[config.mk]
export PLATFORM = sky130hd
export DESIGN_NAME = be_director_top
export DESIGN_NICKNAME = d
export VERILOG_FILES = /design/src/logic/be_pkt_pkg.sv /design/src/logic/fe_cmd_pkg.sv /design/src/logic/npc_tracker.sv /design/src/logic/cmd_arbiter.sv /design/src/logic/fe_cmd_fifo.sv /design/src/logic/be_director_top.sv
export SDC_FILE = /design/constraint.sdc
export NUM_CORES = 1
export LEC_CHECK = 0
export ABC_AREA = 1
export ABC_CLOCK_PERIOD_IN_PS = 6600
export BUFFER_PORTS_ARGS = -buffer_cell sky130_fd_sc_hd__buf_2
export CORE_ASPECT_RATIO = 1.25
export CORE_UTILIZATION = 53
export DETAILED_ROUTE_END_ITERATION = 8
export HOLD_SLACK_MARGIN = 0.03
export PLACE_DENSITY = 0.84
export SLEW_MARGIN = 20
export SYNTH_ARGS = -nofsm -noshare
export SYNTH_HDL_FRONTEND = slang
export SYNTH_SLANG_ARGS = --single-unit
export TNS_END_PERCENT = 1
[constraint.sdc]
create_clock -name clk_i -period 6.6 [get_ports clk_i]
set_input_delay 0.99 -clock clk_i [delete_from_list [all_inputs] [get_ports clk_i]]
set_output_delay 0.99 -clock clk_i [all_outputs]
set_load 0.05 [all_outputs]
[src/logic/be_pkt_pkg.sv]
// Back-end internal packets exchanged between execute, commit, issue and the director
// Imported by the RTL and the testbench for the packet types and address widths

package be_pkt_pkg;

  localparam int vaddr_width_c = 39;
  localparam int bmeta_width_c = 16;

  typedef enum logic [1:0]
  {
    e_priv_user       = 2'd0
    , e_priv_supervisor = 2'd1
    , e_priv_machine    = 2'd3
  } priv_e;

  // Resolved next PC from execute stage 1
  typedef struct packed
  {
    logic                     v;
    logic [vaddr_width_c-1:0] npc;
    logic                     branch;
    logic                     btaken;
  } branch_pkt_s;

  // Architectural events and the next PC from commit
  typedef struct packed
  {
    logic                     npc_w_v;
    logic [vaddr_width_c-1:0] npc;
    logic                     exception;
    logic                     interrupt;
    logic                     eret;
    logic                     wfi;
    logic                     fencei;
    logic                     icache_miss;
    priv_e                    priv_n;
  } commit_pkt_s;

  // Instruction currently leaving the issue stage
  typedef struct packed
  {
    logic                     v;
    logic [vaddr_width_c-1:0] pc;
    logic [bmeta_width_c-1:0] bmeta;
  } isd_status_s;

endpackage

[src/logic/fe_cmd_pkg.sv]
// Command format sent from the back end to the front end
// The operand word is read as redirect or attaboy operands depending on the opcode

package fe_cmd_pkg;

  typedef enum logic [2:0]
  {
    e_op_state_reset            = 3'd0
    , e_op_pc_redirection       = 3'd1
    , e_op_icache_fill_response = 3'd2
    , e_op_icache_fence         = 3'd3
    , e_op_wait                 = 3'd4
    , e_op_attaboy              = 3'd5
  } fe_opcode_e;

  typedef enum logic [1:0]
  {
    e_subop_trap                = 2'd0
    , e_subop_eret              = 2'd1
    , e_subop_branch_mispredict = 2'd2
  } redirect_subop_e;

  typedef enum logic [1:0]
  {
    e_not_a_branch           = 2'd0
    , e_incorrect_pred_taken  = 2'd1
    , e_incorrect_pred_ntaken = 2'd2
  } mispredict_reason_e;

  typedef struct packed
  {
    redirect_subop_e                      subop;
    be_pkt_pkg::priv_e                    priv;
    mispredict_reason_e                   reason;
    logic [be_pkt_pkg::bmeta_width_c-1:0] bmeta;
  } redirect_ops_s;

  // Attaboy needs fewer bits so it is padded on top to line up with redirect
  localparam int attaboy_pad_width_c = $bits(redirect_ops_s) - 1 - be_pkt_pkg::bmeta_width_c;

  typedef struct packed
  {
    logic [attaboy_pad_width_c-1:0]       pad;
    logic                                 taken;
    logic [be_pkt_pkg::bmeta_width_c-1:0] bmeta;
  } attaboy_ops_s;

  typedef union packed
  {
    redirect_ops_s redirect;
    attaboy_ops_s  attaboy;
  } fe_cmd_operands_u;

  typedef struct packed
  {
    fe_opcode_e                           opcode;
    logic [be_pkt_pkg::vaddr_width_c-1:0] vaddr;
    fe_cmd_operands_u                     operands;
  } fe_cmd_s;

endpackage

[src/logic/npc_tracker.sv]
`timescale 1ns/1ps

// Tracks the next PC the back end expects and flags issuing instructions that miss it
// Also remembers whether the last resolved instruction was a (taken) branch

module npc_tracker
  #(parameter logic [be_pkt_pkg::vaddr_width_c-1:0] boot_pc_p = '0)
  (input                                          clk_i
   , input                                        reset_i
   , input be_pkt_pkg::branch_pkt_s               br_pkt_i
   , input be_pkt_pkg::commit_pkt_s               commit_pkt_i
   , input be_pkt_pkg::isd_status_s               isd_status_i
   , output logic [be_pkt_pkg::vaddr_width_c-1:0] expected_npc_o
   , output logic                                 npc_mismatch_o
   , output logic                                 last_branch_o
   , output logic                                 last_btaken_o
   );

  import be_pkt_pkg::*;

  logic [vaddr_width_c-1:0] npc_r;
  logic [vaddr_width_c-1:0] npc_n;
  logic                     npc_w_v;
  logic                     branch_pending_r;
  logic                     btaken_pending_r;

  // Commit wins over execute since it reflects architectural state
  assign npc_w_v = commit_pkt_i.npc_w_v | br_pkt_i.v;
  assign npc_n   = commit_pkt_i.npc_w_v ? commit_pkt_i.npc : br_pkt_i.npc;

  always_ff @(posedge clk_i)
  begin
    if (reset_i)
      npc_r <= boot_pc_p;
    else if (npc_w_v)
      npc_r <= npc_n;
  end

  // Bypass so an update is seen by issue in the same cycle
  assign expected_npc_o = npc_w_v ? npc_n : npc_r;
  assign npc_mismatch_o = isd_status_i.v & (expected_npc_o != isd_status_i.pc);

  // Set by a resolved branch, cleared by the next issue
  always_ff @(posedge clk_i)
  begin
    if (reset_i)
    begin
      branch_pending_r <= 1'b0;
      btaken_pending_r <= 1'b0;
    end
    else if (isd_status_i.v)
    begin
      branch_pending_r <= 1'b0;
      btaken_pending_r <= 1'b0;
    end
    else
    begin
      branch_pending_r <= branch_pending_r | br_pkt_i.branch;
      btaken_pending_r <= btaken_pending_r | br_pkt_i.btaken;
    end
  end

  // A branch resolving this cycle counts for an instruction issuing this cycle
  assign last_branch_o = branch_pending_r | br_pkt_i.branch;
  assign last_btaken_o = btaken_pending_r | br_pkt_i.btaken;

  // Execute must never report a taken non-branch
  a_btaken_is_branch: assert property (@(posedge clk_i) disable iff (reset_i)
    br_pkt_i.btaken |-> br_pkt_i.branch);

endmodule

[src/logic/cmd_arbiter.sv]
`timescale 1ns/1ps

// Director FSM and priority selection of the next FE command
// A command is offered to the FE command FIFO only while the FIFO has room

module cmd_arbiter
  (input                                         clk_i
   , input                                       reset_i
   , input                                       freeze_i
   , input                                       irq_waiting_i
   , input be_pkt_pkg::commit_pkt_s              commit_pkt_i
   , input be_pkt_pkg::isd_status_s              isd_status_i
   , input [be_pkt_pkg::vaddr_width_c-1:0]       expected_npc_i
   , input                                       npc_mismatch_i
   , input                                       last_branch_i
   , input                                       last_btaken_i
   , input                                       fifo_ready_i
   , input                                       fe_cmd_v_i
   , output fe_cmd_pkg::fe_cmd_s                 cmd_o
   , output logic                                cmd_v_o
   , output logic                                suppress_iss_o
   );

  import fe_cmd_pkg::*;

  typedef enum logic [4:0]
  {
    s_reset   = 5'b00001
    , s_boot  = 5'b00010
    , s_run   = 5'b00100
    , s_fence = 5'b01000
    , s_wait  = 5'b10000
  } state_e;

  state_e        state_r;
  state_e        state_n;
  logic          cmd_sel;
  logic          nonattaboy_v;
  redirect_ops_s redirect_ops;

  // Any command except attaboy leaves the FE needing a fence
  assign nonattaboy_v = cmd_v_o & (cmd_o.opcode != e_op_attaboy);

  always_comb
  begin
    case (state_r)
      s_reset: state_n = freeze_i ? s_reset : s_boot;
      s_boot:  state_n = cmd_v_o ? s_run : s_boot;
      s_run:   state_n = commit_pkt_i.wfi ? s_wait : (nonattaboy_v ? s_fence : s_run);
      s_fence: state_n = fe_cmd_v_i ? s_fence : s_run;
      s_wait:  state_n = nonattaboy_v ? s_fence : s_wait;
      default: state_n = s_reset;
    endcase
  end

  always_ff @(posedge clk_i)
  begin
    if (reset_i)
      state_r <= s_reset;
    else
      state_r <= state_n;
  end

  // Hold issue while the FE still has commands to digest
  assign suppress_iss_o = ((state_r == s_fence) & fe_cmd_v_i) | (state_r == s_wait);

  always_comb
  begin
    cmd_o        = '0;
    cmd_sel      = 1'b0;
    redirect_ops = '0;

    // Nothing goes out before boot
    if (state_r == s_reset)
      cmd_sel = 1'b0;
    else if (state_r == s_boot)
    begin
      cmd_o.opcode                   = e_op_state_reset;
      cmd_o.vaddr                    = expected_npc_i;
      redirect_ops.priv              = commit_pkt_i.priv_n;
      cmd_o.operands.redirect        = redirect_ops;
      cmd_sel                        = 1'b1;
    end
    else if (commit_pkt_i.wfi)
    begin
      cmd_o.opcode = e_op_wait;
      cmd_o.vaddr  = commit_pkt_i.npc;
      cmd_sel      = 1'b1;
    end
    else if (commit_pkt_i.fencei)
    begin
      cmd_o.opcode = e_op_icache_fence;
      cmd_o.vaddr  = commit_pkt_i.npc;
      cmd_sel      = 1'b1;
    end
    else if (commit_pkt_i.icache_miss)
    begin
      cmd_o.opcode = e_op_icache_fill_response;
      cmd_o.vaddr  = commit_pkt_i.npc;
      cmd_sel      = 1'b1;
    end
    else if (commit_pkt_i.eret)
    begin
      cmd_o.opcode            = e_op_pc_redirection;
      cmd_o.vaddr             = commit_pkt_i.npc;
      redirect_ops.subop      = e_subop_eret;
      redirect_ops.priv       = commit_pkt_i.priv_n;
      cmd_o.operands.redirect = redirect_ops;
      cmd_sel                 = 1'b1;
    end
    else if (commit_pkt_i.exception | commit_pkt_i.interrupt
             | ((state_r == s_wait) & irq_waiting_i))
    begin
      cmd_o.opcode            = e_op_pc_redirection;
      cmd_o.vaddr             = commit_pkt_i.npc;
      redirect_ops.subop      = e_subop_trap;
      redirect_ops.priv       = commit_pkt_i.priv_n;
      cmd_o.operands.redirect = redirect_ops;
      cmd_sel                 = 1'b1;
    end
    else if (npc_mismatch_i)
    begin
      // FE went the wrong way so send it to the NPC we expect
      cmd_o.opcode            = e_op_pc_redirection;
      cmd_o.vaddr             = expected_npc_i;
      redirect_ops.subop      = e_subop_branch_mispredict;
      redirect_ops.bmeta      = isd_status_i.bmeta;
      redirect_ops.reason     = last_branch_i
                                ? (last_btaken_i ? e_incorrect_pred_taken
                                                 : e_incorrect_pred_ntaken)
                                : e_not_a_branch;
      cmd_o.operands.redirect = redirect_ops;
      cmd_sel                 = 1'b1;
    end
    else if (isd_status_i.v & last_branch_i)
    begin
      // Correct prediction for the FE to train on
      cmd_o.opcode                 = e_op_attaboy;
      cmd_o.vaddr                  = expected_npc_i;
      cmd_o.operands.attaboy.taken = last_btaken_i;
      cmd_o.operands.attaboy.bmeta = isd_status_i.bmeta;
      cmd_sel                      = 1'b1;
    end
  end

  // A command finding the FIFO full is dropped
  assign cmd_v_o = cmd_sel & fifo_ready_i;

  // Fence exit relies on a FIFO without room still showing a command
  a_full_fifo_has_head: assert property (@(posedge clk_i) disable iff (reset_i)
    !fifo_ready_i |-> fe_cmd_v_i);

  a_state_onehot: assert property (@(posedge clk_i) disable iff (reset_i)
    $onehot(state_r));

endmodule

[src/logic/fe_cmd_fifo.sv]
`timescale 1ns/1ps

// Small circular FIFO buffering FE commands with a ready-then-valid write side
// The consumer takes the head with yumi_i while v_o is high

module fe_cmd_fifo
  #(parameter int fifo_els_p = 2)
  (input                         clk_i
   , input                       reset_i
   , input fe_cmd_pkg::fe_cmd_s  data_i
   , input                       v_i
   , output logic                ready_o
   , output fe_cmd_pkg::fe_cmd_s data_o
   , output logic                v_o
   , input                       yumi_i
   );

  import fe_cmd_pkg::*;

  localparam int ptr_width_lp = $clog2(fifo_els_p);

  // Extra top bit flips on every wrap to tell full from empty
  logic [ptr_width_lp:0]   wr_ptr_r;
  logic [ptr_width_lp:0]   rd_ptr_r;
  fe_cmd_s                 mem_r [fifo_els_p];
  logic                    empty;
  logic                    full;
  logic                    enq;
  logic                    deq;

  assign empty = (wr_ptr_r == rd_ptr_r);
  assign full  = (wr_ptr_r[ptr_width_lp] != rd_ptr_r[ptr_width_lp])
               & (wr_ptr_r[ptr_width_lp-1:0] == rd_ptr_r[ptr_width_lp-1:0]);

  // Ready comes from the pointers only, never from yumi_i
  assign ready_o = ~full;
  assign v_o     = ~empty;
  assign data_o  = mem_r[rd_ptr_r[ptr_width_lp-1:0]];

  assign enq = v_i & ready_o;
  assign deq = yumi_i;

  always_ff @(posedge clk_i)
  begin
    if (reset_i)
    begin
      wr_ptr_r <= '0;
      rd_ptr_r <= '0;
    end
    else
    begin
      if (enq)
        wr_ptr_r <= wr_ptr_r + 1'b1;
      if (deq)
        rd_ptr_r <= rd_ptr_r + 1'b1;
    end
  end

  always_ff @(posedge clk_i)
  begin
    if (enq)
      mem_r[wr_ptr_r[ptr_width_lp-1:0]] <= data_i;
  end

  a_no_write_when_full: assert property (@(posedge clk_i) disable iff (reset_i)
    v_i |-> ready_o);

  a_no_yumi_when_empty: assert property (@(posedge clk_i) disable iff (reset_i)
    yumi_i |-> v_o);

endmodule

[src/logic/be_director_top.sv]
`timescale 1ns/1ps

// Back-end director for NPC tracking, issue poisoning and the command stream to the FE
// boot_pc_p and fifo_els_p are set here and passed down to the tracker and the FIFO

module be_director_top
  #(parameter logic [be_pkt_pkg::vaddr_width_c-1:0] boot_pc_p = 39'h0080000000
    , parameter int fifo_els_p = 2
    )
  (input                                          clk_i
   , input                                        reset_i
   , input                                        freeze_i
   , input                                        irq_waiting_i
   , input be_pkt_pkg::branch_pkt_s               br_pkt_i
   , input be_pkt_pkg::commit_pkt_s               commit_pkt_i
   , input be_pkt_pkg::isd_status_s               isd_status_i
   , input                                        fe_cmd_yumi_i
   , output logic [be_pkt_pkg::vaddr_width_c-1:0] expected_npc_o
   , output logic                                 poison_isd_o
   , output logic                                 suppress_iss_o
   , output fe_cmd_pkg::fe_cmd_s                  fe_cmd_o
   , output logic                                 fe_cmd_v_o
   , output logic                                 fe_cmd_full_o
   );

  import fe_cmd_pkg::*;

  logic    last_branch;
  logic    last_btaken;
  logic    fifo_ready;
  fe_cmd_s arb_cmd;
  logic    arb_cmd_v;

  npc_tracker
   #(.boot_pc_p(boot_pc_p))
   tracker
    (.clk_i(clk_i)
     , .reset_i(reset_i)
     , .br_pkt_i(br_pkt_i)
     , .commit_pkt_i(commit_pkt_i)
     , .isd_status_i(isd_status_i)
     , .expected_npc_o(expected_npc_o)
     , .npc_mismatch_o(poison_isd_o)
     , .last_branch_o(last_branch)
     , .last_btaken_o(last_btaken)
     );

  cmd_arbiter
   arbiter
    (.clk_i(clk_i)
     , .reset_i(reset_i)
     , .freeze_i(freeze_i)
     , .irq_waiting_i(irq_waiting_i)
     , .commit_pkt_i(commit_pkt_i)
     , .isd_status_i(isd_status_i)
     , .expected_npc_i(expected_npc_o)
     , .npc_mismatch_i(poison_isd_o)
     , .last_branch_i(last_branch)
     , .last_btaken_i(last_btaken)
     , .fifo_ready_i(fifo_ready)
     , .fe_cmd_v_i(fe_cmd_v_o)
     , .cmd_o(arb_cmd)
     , .cmd_v_o(arb_cmd_v)
     , .suppress_iss_o(suppress_iss_o)
     );

  fe_cmd_fifo
   #(.fifo_els_p(fifo_els_p))
   cmd_fifo
    (.clk_i(clk_i)
     , .reset_i(reset_i)
     , .data_i(arb_cmd)
     , .v_i(arb_cmd_v)
     , .ready_o(fifo_ready)
     , .data_o(fe_cmd_o)
     , .v_o(fe_cmd_v_o)
     , .yumi_i(fe_cmd_yumi_i)
     );

  assign fe_cmd_full_o = ~fifo_ready;

endmodule

==> impl_metrics.sql <==
INSERT INTO impl_metrics (metric_group, metric, value, unit) VALUES
('outcome', 'status', 'finished, final reports clean', ''),
('synthesis', 'primary_flip_flop_cell_chosen_by_synthesis_mapping', 'sky130_fd_sc_hd__edfxtp_1', ''),
('critical_path', 'worstSetupEndpointType', 'register', ''),
('routing', 'route.detailed.vias_per_inst', '5.57', ''),
('min_path', 'worst_hold_path_type', 'reg2reg', ''),
('pwr', 'total_switching_power', '1.17', 'mW'),
('routing', 'initialDrtViolationCount', '955', ''),
('sta', 'post-route-worst-setup-slack', '1790', 'ps'),
('critical_path', 'critPathSlowestCell', 'sky130_fd_sc_hd__nand2_2', ''),
('global_route', 'antenna_violations_before_repair', '3', ''),
('clock_network', 'clk-insertion-delay-late', '430', 'ps'),
('global_route', 'first_global_vias', '8274', ''),
('pwr', 'pwr-share-seq', '0.421', ''),
('routing', 'detail_route.wl_per_cell', '17.7', 'µm'),
('clock_network', 'post_cts_gate_resize_count', '0', ''),
('sta', 'rsz0062_at_grt', 'false', ''),
('synthesis', 'postSynth.asyncResetShare', '0', ''),
('synthesis', 'synth_most_common_cell', 'sky130_fd_sc_hd__nand2_1', ''),
('clock_network', 'tritoncts_clock_tree', 'yes', ''),
('synthesis', 'synthesis.area', '9650', 'µm²'),
('clock_network', 'cts.sinks', '179', ''),
('die', 'fp.dieH', '153', 'µm'),
('sta', 'fin_skew', '10.8', 'ps'),
('placed_design', 'place_hpwl', '19.6', 'mm'),
('synthesis', 'post_synth_most_frequent_cells', '283 x sky130_fd_sc_hd__nand2_1, 175 x sky130_fd_sc_hd__inv_1, 128 x sky130_fd_sc_hd__edfxtp_1, 106 x sky130_fd_sc_hd__nor2_1, 64 x sky130_fd_sc_hd__mux2_2', ''),
('placed_design', 'dp_worst_setup_slack', '1370', 'ps'),
('clock_network', 'postCtsHoldBufs', '0', ''),
('sta', 'number_of_endpoints_failing_setup_at_the_final_stage', '0', ''),
('synthesis', 'ys_ff_latch', '179', ''),
('critical_path', 'critical_path_cell_count', '20', ''),
('critical_path', 'critical_path_peak_fanout', '41', ''),
('synthesis', 'ys.warnings.count', '0', ''),
('pwr', 'power.static_leakage', '5.50', 'nW'),
('clock_network', 'postCtsSetupRepairBufs', '0', ''),
('global_route', 'grt_start_max_net_pins', '65', ''),
('layout', 'area_delta_synth_final', '20.4', '%'),
('sta', 'finalCritPeriodShare', '0.729', ''),
('die', 'boundaryPins', '258', ''),
('clock_network', 'cell_chosen_for_the_clock_root', 'sky130_fd_sc_hd__clkbuf_16', ''),
('routing', 'firstDrtPassIters', '8', ''),
('die', 'initial_core_util', '0.547', ''),
('routing', 'detail_route.drc_violations', '0', ''),
('routing', 'totalWireLength', '28.4', 'mm'),
('synthesis', 'synth.top_cell.area_share', '0.398', ''),
('global_route', 'grt.overflow.total', '0', ''),
('critical_path', 'timing_worst_setup_path_type', 'in2reg', ''),
('clock_network', 'cts_bufs_inserted', '17', ''),
('critical_path', 'critPathArrivalTime', '4930', 'ps'),
('layout', 'design_area', '11600', 'µm²'),
('sta', 'final_worst_path_period_need', '4810', 'ps'),
('clock_network', 'cts.reportedPaths.clkPinSlew', '70', 'ps'),
('critical_path', 'worst-endpoint-required', '6720', 'ps'),
('die', 'dieArea', '18800', 'µm²'),
('critical_path', 'maximum_cell_stage_delay_along_the_critical_path', '490', 'ps'),
('pwr', 'power.share.clock', '0.295', ''),
('sta', 'timing_hold_violations_final', '0', ''),
('critical_path', 'crit_chain', 'buf_2 -> inv_2 -> nand2_2 -> buf_4 -> nand3_2 -> nand2_2 -> nand2_1 -> nand2_1 -> nand2_1 -> nor2_1 -> nand2_1 -> nor2_1 -> nand3_1 -> nand2_2 -> nand2_4 -> o21ai_4 -> inv_2 -> nand2_2 -> clkinv_2 -> buf_4', ''),
('critical_path', 'sum_of_buffers_and_inverters_on_the_critical_path', '6', ''),
('synthesis', 'avgSynthCellArea', '8.53', 'µm²'),
('synthesis', 'netlist-cell-type-count', '39', ''),
('placed_design', 'gp_congestion', '0.936', ''),
('synthesis', 'synth-edff-count', '128', ''),
('pwr', 'power.share.switching', '0.352', ''),
('synthesis', 'yosys-top-cells-area', 'sky130_fd_sc_hd__edfxtp_1 40%, sky130_fd_sc_hd__nand2_1 11%, sky130_fd_sc_hd__dfxtp_1 11%', ''),
('die', 'die_w', '123', 'µm'),
('pwr', 'p_int', '2.15', 'mW'),
('layout', 'nets', '1515', ''),
('pwr', 'irDropWorstVdd', '0.000177', 'V'),
('sta', 'max_slew_margin', '0.366', ''),
('synthesis', 'synthesis.instances', '1131', ''),
('synthesis', 'seq_area_frac_synth', '0.504', '');
-- flip-flops by register name, indices dropped and copies added (netlist names), named ones only --
signal,count
tracker.btaken_pending_r,1
arbiter.state_r,5
tracker.branch_pending_r,1
cmd_fifo.wr_ptr_r,2
cmd_fifo.rd_ptr_r,2
tracker.npc_r,39
cmd_fifo.mem_r,128
-- layout make-up --
type / count / area [µm²]
clock inverter: 11 / 100
antenna: 1 / 2.50
sequential: 179 / 4870
tap: 224 / 280
timing repair buffer: 267 / 1360
clock buffer: 21 / 472
multi-input combinational: 721 / 3860
inverter: 178 / 669
fill: 1479 / 6020
-- per-stage QoR --
stage / utilization / power [mW] / cells
after floorplan: - / 2.11 / 1131
after global placement: 0.626 / 2.35 / 1569
after detailed placement: 0.626 / 2.36 / 1569
after CTS: 0.659 / 3.33 / 1601
after global routing: 0.659 / 3.45 / 1602
final: 0.659 / 3.33 / 1602
-- worst paths after layout --
| kind | startpoint | endpoint | slack [ps] |
|---|---|---|---|
| worst max register to register | arbiter.state_r[1] | cmd_fifo.mem_r[1][18] | 2710 |
| worst min-delay path | cmd_fifo.rd_ptr_r[1] | cmd_fifo.rd_ptr_r[1] | 490 |
| worst min register to register | cmd_fifo.rd_ptr_r[1] | cmd_fifo.rd_ptr_r[1] | 490 |
| worst max-delay path | commit_pkt_i[47] | cmd_fifo.mem_r[1][18] | 1790 |
-- placed cells by master (no fill, tap or decap), types with 10 or more instances in the layout --
| cell | instances |
|---|---|
| sky130_fd_sc_hd__nand3b_1 | 15 |
| sky130_fd_sc_hd__nand4_1 | 17 |
| sky130_fd_sc_hd__a21oi_1 | 29 |
| sky130_fd_sc_hd__o21ai_0 | 60 |
| sky130_fd_sc_hd__nand2_1 | 283 |
| sky130_fd_sc_hd__nand2_2 | 10 |
| sky130_fd_sc_hd__nor2_1 | 104 |
| sky130_fd_sc_hd__nand3_1 | 57 |
| sky130_fd_sc_hd__edfxtp_1 | 128 |
| sky130_fd_sc_hd__buf_2 | 257 |
| sky130_fd_sc_hd__dfxtp_1 | 50 |
| sky130_fd_sc_hd__o221ai_1 | 22 |
| sky130_fd_sc_hd__inv_1 | 174 |
| sky130_fd_sc_hd__clkbuf_16 | 18 |
| sky130_fd_sc_hd__buf_4 | 10 |
| sky130_fd_sc_hd__mux2_2 | 64 |
-- kinds of logic (layout without fill, tap and decap cells) --
group	after synthesis	count (layout)	synth area share
muxes	64	64	0.0747
other	0	1	0
buffers and inverters	231	477	0.0977
DFF	179	179	0.504
xor gates and xnor gates	2	2	0.00182
and+or+nand+nor	515	515	0.232
AOI/OAI and AO/OA	140	140	0.0900
-- power groups by stage --
stage          registers, mW  logic, mW  clock network, mW
2_1_floorplan           1.41      0.699                  0
3_3_place_gp            1.42      0.930                  0
3_5_place_dp            1.42      0.941                  0
4_1_cts                 1.40      0.945              0.987
5_1_grt                 1.41       1.01               1.03
6_report                1.40      0.947              0.980
-- routing by layer --
layer,wire (µm),global-route usage
met1,10800,0.376
met2,13700,0.500
met3,2530,0.0541
met5,29,0
met4,1280,0.163
(Power assumes the default switching activity.)
